**src/hw/rv32i_decode_pkg.sv**
```systemverilog
// Shared types and encodings for the RV32I decode stage.
// ALU op, zone and immediate type encodings are internal to this design.

`default_nettype none

package rv32i_decode_pkg;

    typedef logic [31:0] ins_word_t;
    typedef logic [4:0]  reg_addr_t;
    typedef logic [2:0]  funct3_t;
    typedef logic [11:0] csr_addr_t;
    typedef logic [6:0]  opcode_t;

    // ------------------------------------------------------------------------
    // major opcodes
    // ------------------------------------------------------------------------
    localparam opcode_t OPC_LUI     = 7'b0110111;
    localparam opcode_t OPC_AUIPC   = 7'b0010111;
    localparam opcode_t OPC_JAL     = 7'b1101111;
    localparam opcode_t OPC_JALR    = 7'b1100111;
    localparam opcode_t OPC_BRANCH  = 7'b1100011;
    localparam opcode_t OPC_LOAD    = 7'b0000011;
    localparam opcode_t OPC_STORE   = 7'b0100011;
    localparam opcode_t OPC_OPIMM   = 7'b0010011;
    localparam opcode_t OPC_OP      = 7'b0110011;
    localparam opcode_t OPC_MISCMEM = 7'b0001111;
    localparam opcode_t OPC_SYSTEM  = 7'b1110011;

    // minor opcodes
    localparam funct3_t F3_ADDSUB = 3'b000;
    localparam funct3_t F3_SLL    = 3'b001;
    localparam funct3_t F3_SLT    = 3'b010;
    localparam funct3_t F3_SLTU   = 3'b011;
    localparam funct3_t F3_XOR    = 3'b100;
    localparam funct3_t F3_SRLSRA = 3'b101;
    localparam funct3_t F3_OR     = 3'b110;
    localparam funct3_t F3_AND    = 3'b111;
    localparam funct3_t F3_PRIV   = 3'b000;

    localparam logic [6:0] F7_BASE = 7'b0000000;
    localparam logic [6:0] F7_ALT  = 7'b0100000; // sub, sra

    // ------------------------------------------------------------------------
    // decode result types
    // ------------------------------------------------------------------------
    typedef enum logic [3:0] {
        ALU_ADD, ALU_SUB, ALU_SLL, ALU_SLT, ALU_SLTU, ALU_XOR,
        ALU_SRL, ALU_SRA, ALU_OR, ALU_AND, ALU_MOV
    } alu_op_e;

    typedef enum logic [1:0] {
        ZONE_NONE, ZONE_REGFILE, ZONE_LOADQ, ZONE_STOREQ
    } zone_e;

    typedef enum logic [2:0] {
        IMM_NONE, IMM_I, IMM_I_ZIMM, IMM_S, IMM_SB, IMM_U, IMM_UJ
    } imm_type_e;

    typedef struct packed {
        logic    ins_err;
        logic    fencei;
        logic    wfi;
        logic    jump;
        logic    ecall;
        logic    conditional;
        logic    link;
        logic    regd_tgt;
        logic    regs1_rd;
        logic    regs2_rd;
        logic    sels1_pc;
        logic    sels2_imm;
        logic    selcmps2_imm;
        logic    sel_csr_wr_data_imm;
        logic    csr_rd;
        logic    csr_wr;
        zone_e   zone;
        alu_op_e aluop;
    } decode_ctrl_t;

    typedef struct packed {
        logic ins_err;
        logic ecall;
        logic wfi;
        logic csr_rd;
        logic csr_wr;
        logic regd_tgt;
        logic regs1_rd;
        logic sel_csr_wr_data_imm;
        logic imm_zimm; // csr source is the zero-extended rs1 field
    } sys_ctrl_t;

endpackage

`default_nettype wire

```
**src/hw/rv32i_imm_gen.sv**
```systemverilog
// Immediate assembly. Sign extension from bit 31 works for XLEN >= 32.

`timescale 1ns/1ps
`default_nettype none

module rv32i_imm_gen import rv32i_decode_pkg::*; #(
    parameter int unsigned XLEN = 32
) (
    input  ins_word_t        ins_i,
    input  imm_type_e        imm_type_i,
    output logic [XLEN-1:0]  imm_o
);

    logic sign;

    assign sign = ins_i[31];

    always_comb begin
        case (imm_type_i)
            IMM_I:      imm_o = {{(XLEN-11){sign}}, ins_i[30:20]};
            IMM_I_ZIMM: imm_o = {{(XLEN-5){1'b0}}, ins_i[19:15]}; // csr uimm
            IMM_S:      imm_o = {{(XLEN-11){sign}}, ins_i[30:25], ins_i[11:7]};
            IMM_SB: begin
                imm_o = {{(XLEN-12){sign}}, ins_i[7], ins_i[30:25], ins_i[11:8], 1'b0};
            end
            IMM_U:      imm_o = {{(XLEN-31){sign}}, ins_i[30:12], 12'b0};
            IMM_UJ: begin
                imm_o = {{(XLEN-20){sign}}, ins_i[19:12], ins_i[20], ins_i[30:21], 1'b0};
            end
            default:    imm_o = '0;
        endcase
    end

endmodule

`default_nettype wire

```
**src/hw/rv32i_system_decoder.sv**
```systemverilog
// Field decode for MISC-MEM and SYSTEM. Outputs are only meaningful when
// the major decoder sees the matching opcode. FENCE is reported as FENCE.I.

`timescale 1ns/1ps
`default_nettype none

module rv32i_system_decoder import rv32i_decode_pkg::*; (
    input  ins_word_t ins_i,
    output sys_ctrl_t sys_ctrl_o,
    output logic      fence_ok_o
);

    localparam funct3_t    F3_FENCE  = 3'b000;
    localparam funct3_t    F3_FENCEI = 3'b001;
    localparam logic [11:0] IMM_ECALL = 12'h000;
    localparam logic [11:0] IMM_WFI   = 12'h105;

    funct3_t     funct3;
    reg_addr_t   rd;
    reg_addr_t   rs1;
    logic [11:0] imm12;
    logic        rd_zero;
    logic        rs1_zero;

    assign funct3   = ins_i[14:12];
    assign rd       = ins_i[11:7];
    assign rs1      = ins_i[19:15];
    assign imm12    = ins_i[31:20];
    assign rd_zero  = (rd == '0);
    assign rs1_zero = (rs1 == '0);

    // ------------------------------------------------------------------------
    // fence legality
    // ------------------------------------------------------------------------
    assign fence_ok_o =
        (funct3 == F3_FENCE && ins_i[31:28] == 4'b0 && rs1_zero && rd_zero) ||
        (funct3 == F3_FENCEI && ins_i[31:15] == 17'b0 && rd_zero);

    // ------------------------------------------------------------------------
    // priv and csr forms
    // ------------------------------------------------------------------------
    always_comb begin
        sys_ctrl_o = '0;

        if (funct3 == F3_PRIV) begin
            if (!rd_zero || !rs1_zero) begin
                sys_ctrl_o.ins_err = 1'b1;
            end else if (imm12 == IMM_ECALL) begin
                sys_ctrl_o.ecall = 1'b1;
            end else if (imm12 == IMM_WFI) begin
                sys_ctrl_o.wfi = 1'b1;
            end else begin
                sys_ctrl_o.ins_err = 1'b1; // ebreak, xret, sfence.vma
            end
        end else if (funct3[1:0] != 2'b00) begin
            sys_ctrl_o.regd_tgt = 1'b1;
            sys_ctrl_o.csr_rd   = !rd_zero;
            sys_ctrl_o.csr_wr   = !rs1_zero || (funct3[1:0] == 2'b01); // csrrw always writes
            if (funct3[2]) begin
                sys_ctrl_o.sel_csr_wr_data_imm = 1'b1;
                sys_ctrl_o.imm_zimm            = 1'b1;
            end else begin
                sys_ctrl_o.regs1_rd = 1'b1;
            end
        end else begin
            sys_ctrl_o.ins_err = 1'b1; // funct3 100
        end
    end

endmodule

`default_nettype wire

```
**src/hw/rv32i_major_decoder.sv**
```systemverilog
// Combinational major opcode dispatch. SYSTEM and MISC-MEM detail comes
// from rv32i_system_decoder; only this block looks at the opcode.

`timescale 1ns/1ps
`default_nettype none

module rv32i_major_decoder import rv32i_decode_pkg::*; (
    input  ins_word_t    ins_i,
    input  sys_ctrl_t    sys_ctrl_i,
    input  logic         fence_ok_i,
    output decode_ctrl_t ctrl_o,
    output imm_type_e    imm_type_o
);

    opcode_t    opcode;
    funct3_t    funct3;
    logic [6:0] funct7;
    logic       f7_base;
    logic       f7_alt;

    assign opcode  = ins_i[6:0];
    assign funct3  = ins_i[14:12];
    assign funct7  = ins_i[31:25];
    assign f7_base = (funct7 == F7_BASE);
    assign f7_alt  = (funct7 == F7_ALT);

    // shared by OP and OP-IMM, alt picks sub/sra
    function automatic alu_op_e alu_op_f(input funct3_t f3, input logic alt);
        case (f3)
            F3_ADDSUB: alu_op_f = alt ? ALU_SUB : ALU_ADD;
            F3_SLL:    alu_op_f = ALU_SLL;
            F3_SLT:    alu_op_f = ALU_SLT;
            F3_SLTU:   alu_op_f = ALU_SLTU;
            F3_XOR:    alu_op_f = ALU_XOR;
            F3_SRLSRA: alu_op_f = alt ? ALU_SRA : ALU_SRL;
            F3_OR:     alu_op_f = ALU_OR;
            default:   alu_op_f = ALU_AND;
        endcase
    endfunction

    always_comb begin
        ctrl_o     = '0;
        imm_type_o = IMM_NONE;

        case (opcode)
            OPC_LUI: begin
                imm_type_o         = IMM_U;
                ctrl_o.zone        = ZONE_REGFILE;
                ctrl_o.regd_tgt    = 1'b1;
                ctrl_o.aluop       = ALU_MOV;
                ctrl_o.sels2_imm   = 1'b1;
            end
            OPC_AUIPC, OPC_JAL: begin
                imm_type_o         = (opcode == OPC_JAL) ? IMM_UJ : IMM_U;
                ctrl_o.jump        = (opcode == OPC_JAL);
                ctrl_o.link        = (opcode == OPC_JAL);
                ctrl_o.zone        = ZONE_REGFILE;
                ctrl_o.regd_tgt    = 1'b1;
                ctrl_o.sels1_pc    = 1'b1;
                ctrl_o.sels2_imm   = 1'b1;
            end
            OPC_JALR: begin
                imm_type_o         = IMM_I;
                ctrl_o.jump        = 1'b1;
                ctrl_o.link        = 1'b1;
                ctrl_o.zone        = ZONE_REGFILE;
                ctrl_o.regd_tgt    = 1'b1;
                ctrl_o.regs1_rd    = 1'b1;
                ctrl_o.sels2_imm   = 1'b1;
                ctrl_o.ins_err     = (funct3 != 3'b000);
            end
            OPC_BRANCH: begin
                imm_type_o         = IMM_SB;
                ctrl_o.jump        = 1'b1;
                ctrl_o.conditional = 1'b1;
                ctrl_o.regs1_rd    = 1'b1;
                ctrl_o.regs2_rd    = 1'b1;
                ctrl_o.sels1_pc    = 1'b1;
                ctrl_o.sels2_imm   = 1'b1;
                ctrl_o.ins_err     = (funct3 == 3'b010) || (funct3 == 3'b011);
            end
            OPC_LOAD: begin
                imm_type_o         = IMM_I;
                ctrl_o.zone        = ZONE_LOADQ;
                ctrl_o.regd_tgt    = 1'b1;
                ctrl_o.regs1_rd    = 1'b1;
                ctrl_o.sels2_imm   = 1'b1;
                ctrl_o.ins_err     = (funct3 == 3'b011) || (funct3[2:1] == 2'b11);
            end
            OPC_STORE: begin
                imm_type_o         = IMM_S;
                ctrl_o.zone        = ZONE_STOREQ;
                ctrl_o.regs1_rd    = 1'b1;
                ctrl_o.regs2_rd    = 1'b1;
                ctrl_o.sels2_imm   = 1'b1;
                ctrl_o.ins_err     = (funct3[2] == 1'b1) || (funct3 == 3'b011);
            end
            OPC_OPIMM: begin
                imm_type_o          = IMM_I;
                ctrl_o.zone         = ZONE_REGFILE;
                ctrl_o.regd_tgt     = 1'b1;
                ctrl_o.regs1_rd     = 1'b1;
                ctrl_o.sels2_imm    = 1'b1;
                ctrl_o.aluop        = alu_op_f(funct3, (funct3 == F3_SRLSRA) && f7_alt);
                ctrl_o.selcmps2_imm = (funct3 == F3_SLT) || (funct3 == F3_SLTU);
                // funct7 is immediate except for shifts
                if (funct3 == F3_SLL) begin
                    ctrl_o.ins_err = !f7_base;
                end else if (funct3 == F3_SRLSRA) begin
                    ctrl_o.ins_err = !(f7_base || f7_alt);
                end
            end
            OPC_OP: begin
                ctrl_o.zone     = ZONE_REGFILE;
                ctrl_o.regd_tgt = 1'b1;
                ctrl_o.regs1_rd = 1'b1;
                ctrl_o.regs2_rd = 1'b1;
                ctrl_o.aluop    = alu_op_f(funct3, f7_alt);
                ctrl_o.ins_err  = !(f7_base || (f7_alt &&
                                  (funct3 == F3_ADDSUB || funct3 == F3_SRLSRA)));
            end
            OPC_MISCMEM: begin
                ctrl_o.fencei  = fence_ok_i;
                ctrl_o.ins_err = !fence_ok_i;
            end
            OPC_SYSTEM: begin
                ctrl_o.ins_err             = sys_ctrl_i.ins_err;
                ctrl_o.ecall               = sys_ctrl_i.ecall;
                ctrl_o.wfi                 = sys_ctrl_i.wfi;
                ctrl_o.csr_rd              = sys_ctrl_i.csr_rd;
                ctrl_o.csr_wr              = sys_ctrl_i.csr_wr;
                ctrl_o.regd_tgt            = sys_ctrl_i.regd_tgt;
                ctrl_o.regs1_rd            = sys_ctrl_i.regs1_rd;
                ctrl_o.sel_csr_wr_data_imm = sys_ctrl_i.sel_csr_wr_data_imm;
                if (sys_ctrl_i.regd_tgt) begin
                    ctrl_o.zone = ZONE_REGFILE; // csr result to rd
                end
                if (sys_ctrl_i.imm_zimm) begin
                    imm_type_o = IMM_I_ZIMM;
                end
            end
            default: begin
                ctrl_o.ins_err = 1'b1;
            end
        endcase
    end

endmodule

`default_nettype wire

```
**src/hw/rv32i_decode_stage.sv**
```systemverilog
// Registered RV32I decode stage, one cycle latency, no back-pressure.
// Data outputs hold their last value while ins_valid_i is low.

`timescale 1ns/1ps
`default_nettype none

module rv32i_decode_stage import rv32i_decode_pkg::*; #(
    parameter int unsigned XLEN = 32
) (
    input  logic             clk_i,
    input  logic             rst_n_i,
    input  logic             ins_valid_i,
    input  ins_word_t        ins_i,
    output logic             valid_o,
    output decode_ctrl_t     ctrl_o,
    output logic [XLEN-1:0]  imm_o,
    output reg_addr_t        regd_addr_o,
    output reg_addr_t        regs1_addr_o,
    output reg_addr_t        regs2_addr_o,
    output funct3_t          funct3_o,
    output csr_addr_t        csr_addr_o
);

    sys_ctrl_t        sys_ctrl;
    logic             fence_ok;
    decode_ctrl_t     ctrl_d;
    imm_type_e        imm_type;
    logic [XLEN-1:0]  imm_d;

    // ------------------------------------------------------------------------
    // decode
    // ------------------------------------------------------------------------
    rv32i_system_decoder u_system_decoder (
        .ins_i      (ins_i),
        .sys_ctrl_o (sys_ctrl),
        .fence_ok_o (fence_ok)
    );

    rv32i_major_decoder u_major_decoder (
        .ins_i      (ins_i),
        .sys_ctrl_i (sys_ctrl),
        .fence_ok_i (fence_ok),
        .ctrl_o     (ctrl_d),
        .imm_type_o (imm_type)
    );

    rv32i_imm_gen #(
        .XLEN (XLEN)
    ) u_imm_gen (
        .ins_i      (ins_i),
        .imm_type_i (imm_type),
        .imm_o      (imm_d)
    );

    // ------------------------------------------------------------------------
    // output register
    // ------------------------------------------------------------------------
    always_ff @(posedge clk_i) begin
        if (!rst_n_i) begin
            valid_o <= 1'b0;
            ctrl_o  <= '0; // zone none, aluop add
        end else begin
            valid_o <= ins_valid_i;
            if (ins_valid_i) begin
                ctrl_o <= ctrl_d;
            end
        end
    end

    always_ff @(posedge clk_i) begin
        if (ins_valid_i) begin
            imm_o        <= imm_d;
            regd_addr_o  <= ins_i[11:7];
            regs1_addr_o <= ins_i[19:15];
            regs2_addr_o <= ins_i[24:20];
            funct3_o     <= ins_i[14:12];
            csr_addr_o   <= ins_i[31:20];
        end
    end

endmodule

`default_nettype wire

```
**config.mk**
```make
export PLATFORM = sky130hd
export DESIGN_NAME = rv32i_decode_stage
export DESIGN_NICKNAME = d
export VERILOG_FILES = /design/src/hw/rv32i_decode_pkg.sv /design/src/hw/rv32i_imm_gen.sv /design/src/hw/rv32i_system_decoder.sv /design/src/hw/rv32i_major_decoder.sv /design/src/hw/rv32i_decode_stage.sv
export SDC_FILE = /design/constraint.sdc
export NUM_CORES = 1
export LEC_CHECK = 0
export ABC_AREA = 0
export BUFFER_PORTS_ARGS = -buffer_cell sky130_fd_sc_hd__buf_2
export CORE_MARGIN = 8
export CORE_UTILIZATION = 30
export DETAILED_ROUTE_END_ITERATION = 10
export GPL_TIMING_DRIVEN = 0
export REMOVE_ABC_BUFFERS = 1
export SETUP_SLACK_MARGIN = 0.2
export SYNTH_ARGS = -nofsm -noshare
export SYNTH_HDL_FRONTEND = slang
export SYNTH_HIERARCHICAL = 1
export SYNTH_SLANG_ARGS = --single-unit
```
**constraint.sdc**
```tcl
create_clock -name clk_i -period 4.34 [get_ports clk_i]
set_input_delay 0.868 -clock clk_i [delete_from_list [all_inputs] [get_ports clk_i]]
set_output_delay 0.868 -clock clk_i [all_outputs]
set_load 0.05 [all_outputs]
```
==> metrics.md <==
| Metric | Value |
|---|---|
| Status | `complete, no violations` |
| Vias | `3154` |
| Worst setup EP type | `flop` |
| CP startpoint kind | `input pin` |
| Slowest CP cell | `a21oi_1` |
| Static Leak | `1.98 nW` |
| Synth unique cells | `58` |
| Die area | `17900 sq um` |
| Top FF cell, synth | `edfxtp_1` |
| Post_cts resized | `0` |
| Post-CTS Setup Bufs | `0` |
| Drt pass-1 iters | `4` |
| Routed WL per cell | `16.5 um` |
| Slew @ Worst Pin | `1.12 ns` |
| Buffer and inverter count on the worst path | `1` |
| Final slew viol count | `0` |
| Worst-path maximum fanout | `19` |
| HP Class | `flop to flop` |
| I/O Buffers | `119` |
| Fraction of layout cells with a size suffix above 1 | `0.347` |
| First-pass GRT wire length | `17000 um` |
| Clock latency on the worst-skew pair | `0.34 ns` |
| Worst Path Required | `4.42 ns` |
| Final Cycle Share | `0.710` |
| Worst IR Drop VDD | `0.149 mV` |
| Max-cap viol count | `0` |
| Worst path cell trace | `buf_2, nor3b_1, nand2_1, a21oi_1, nor2b_1, a21oi_1, o22ai_1` |
| IO Pins | `120` |
| Worst hold slack | `0.515 ns` |
| Avg Cell Area, Syn | `11.2 sq um` |
| CP startpoint | `ins_i[4]` |
| Gr ovfl total | `0` |
| Worst-path clk slew | `0.06 ns` |
| Pin count of the biggest net entering global routing | `43` |
| Routed wire length | `10800 um` |
| Number of global-route vias before repair | `3074` |
| H-tree levels | `3` |
| Max clock buf depth | `2` |
| Post-Syn Area | `4160 sq um` |
| DP HPWL | `7930 um` |
| Achievable frequency | `325 MHz` |
| CTS Buf Count | `9` |
| Via density per instance | `4.82` |
| Total negative slack | `0 ns` |
| Inserted Diodes | `0` |
| Number of synthesized flops with an enable pin | `57` |
| Critical path class | `input pin to flop` |
| Yosys warning total | `6` |
| Nets | `505` |
| Ys async rst share | `0` |
| RSZ-0062 raised after global routing | `no` |
| Register area share after synthesis | `0.522` |
| GPL Wtd Cong | `0.769` |
| Initial Utilization | `0.304` |
| Die Width | `134 um` |
| Post-layout minimum cycle time | `3.08 ns` |
| Final Hold Viols | `0` |
| Crit path arrival time | `3.16 ns` |
| Routed Antenna Nets | `0` |
| R2r startpoint | `ctrl_o[7]$_SDFFE_PN0P_` |
| Worst hold start | `ctrl_o[13]$_SDFFE_PN0P_` |
| Seq cells post-synth | `80` |
| CTS Root Cell | `clkbuf_16` |
| Die H | `134 um` |
| Crit-path max cell delay | `0.86 ns` |
| Power density over cell area | `399 nW/um^2` |
| Area delta synth->final | `21.6%` |
| Worst rel slew slack | `0.255` |
| Std cell rows | `43` |
| Post-Syn Instances | `373` |
| Core Footprint | `13700 sq um` |
| CTS Hold Buffers Added | `0` |
| Initial antenna violation count | `0` |
| # DRC | `0` |
| CTS tree | `built` |
| CP dominant cell by count | `a21oi_1` |
| Clk_skew | `0 ns` |
| All-Layer GR Usage | `0.120` |
| CTS Sinks | `80` |
| Setup Viol. Count Final | `0` |
| CP delay by family, top | `compound AO/OA/AOI/OAI gates` |
| DR iter-0 viols | `166` |
==> layer usage <==
metal  wire, um  up-vias  GRT usage
met1       4740     1490      0.150
met5          0        -          0
met3        945       10     0.0471
li1           -     1554          -
met2       4970      100      0.184
met4        119        0     0.0405
==> path summary, 6_finish.rpt <==
| path | endpoint | slack (ns) | cells past startpoint |
|---|---|---|---|
| worst max register to register | ctrl_o[7]$_SDFFE_PN0P_ | 3.71 | 2 |
| worst min-delay path | ctrl_o[13]$_SDFFE_PN0P_ | 0.51 | 2 |
| worst min register to register | ctrl_o[13]$_SDFFE_PN0P_ | 0.51 | 2 |
| worst max-delay path | imm_o[12]$_DFFE_PP_ | 1.26 | 7 |
==> cell usage after synthesis (all sizes together) (3+ instances only) <==
cell type / number / share of area
mux2i: 28 / 0.067
o22ai: 11 / 0.017
dfxtp: 23 / 0.11
nor2b: 33 / 0.056
and2: 14 / 0.021
nor4: 8 / 0.017
nand2b: 3 / 0.0045
edfxtp: 57 / 0.41
clkbuf: 11 / 0.0099
nor2: 14 / 0.013
inv: 6 / 0.0066
a2111oi: 3 / 0.0093
buf: 24 / 0.057
o21ai: 20 / 0.025
mux2: 5 / 0.014
nand2: 29 / 0.027
a21oi: 36 / 0.043
nand4: 3 / 0.0060
nand3: 5 / 0.0060
o221ai: 4 / 0.0099
nor3: 12 / 0.021
==> power breakdown <==
group | switching (mW) | total (mW) | leakage [nW] | internal, mW
clock network | 0.290 | 0.791 | 0.154 | 0.501
logic | 0.275 | 0.358 | 1.09 | 0.0826
registers | 0.00998 | 0.872 | 0.735 | 0.862
==> state kept, by name (all words and copies together), names as in the netlist <==
register	flops
regs1_addr_o	5
funct3_o	3
valid_o	1
imm_o	32
ctrl_o	22
csr_addr_o	8
regs2_addr_o	4
regd_addr_o	5
==> cell type report <==
class / count / area, sq um
clock buffers: 10 / 229
fillers: 1384 / 8650
clock inverters: 6 / 82.6
repair buffers: 121 / 641
multi-input cells: 252 / 1690
flip-flops and latches: 80 / 2170
inverters: 6 / 27.5
well taps: 180 / 225
==> per-stage QoR <==
step	total power [mW]	setup WS (ns)	util	area, sq um	std cells
global route	2.10	0.903	0.369	5060	655
global placement	1.25	-1.41	0.343	4700	637
floorplan	1.12	-0.00729	-	3880	338
detailed placement	1.25	0.840	0.346	4750	639
finish	2.02	1.26	0.369	5060	655
CTS	2.05	1.25	0.369	5060	655
==> cell families (layout without fill, tap and decap cells) <==
kind of cell / after synthesis / after routing / share of synthesized area
AO/OA/AOI/OAI: 84 / 84 / 0.123
XOR/XNOR: 2 / 2 / 0.00421
buffers and inverters: 41 / 143 / 0.0739
flip-flops: 80 / 80 / 0.522
multiplexers: 33 / 33 / 0.0808
AND/OR/NAND/NOR: 133 / 133 / 0.196
==> worst register-to-register path, cell delays in order, from the launching register on <==
cell	delay, ns
dfxtp_1	0.31
mux2i_1	0.14
nor2b_1	0.07
==> cells in the final DEF, fill, tap and decap left out, types with 3 or more instances in the layout <==
master / count
mux2i_1: 28
nor2b_4: 3
nand2b_1: 3
nor3_1: 9
mux2_2: 5
o221ai_1: 3
inv_1: 4
edfxtp_1: 57
a21oi_1: 36
nand2_1: 27
clkbuf_16: 9
o21ai_1: 10
o21ai_0: 8
dfxtp_1: 23
o22ai_1: 11
and2_1: 14
nor2_1: 14
nor4_1: 5
nor2b_1: 29
nor4_2: 3
buf_2: 118
nand3_1: 5
Power figures use the tool's default switching activity.
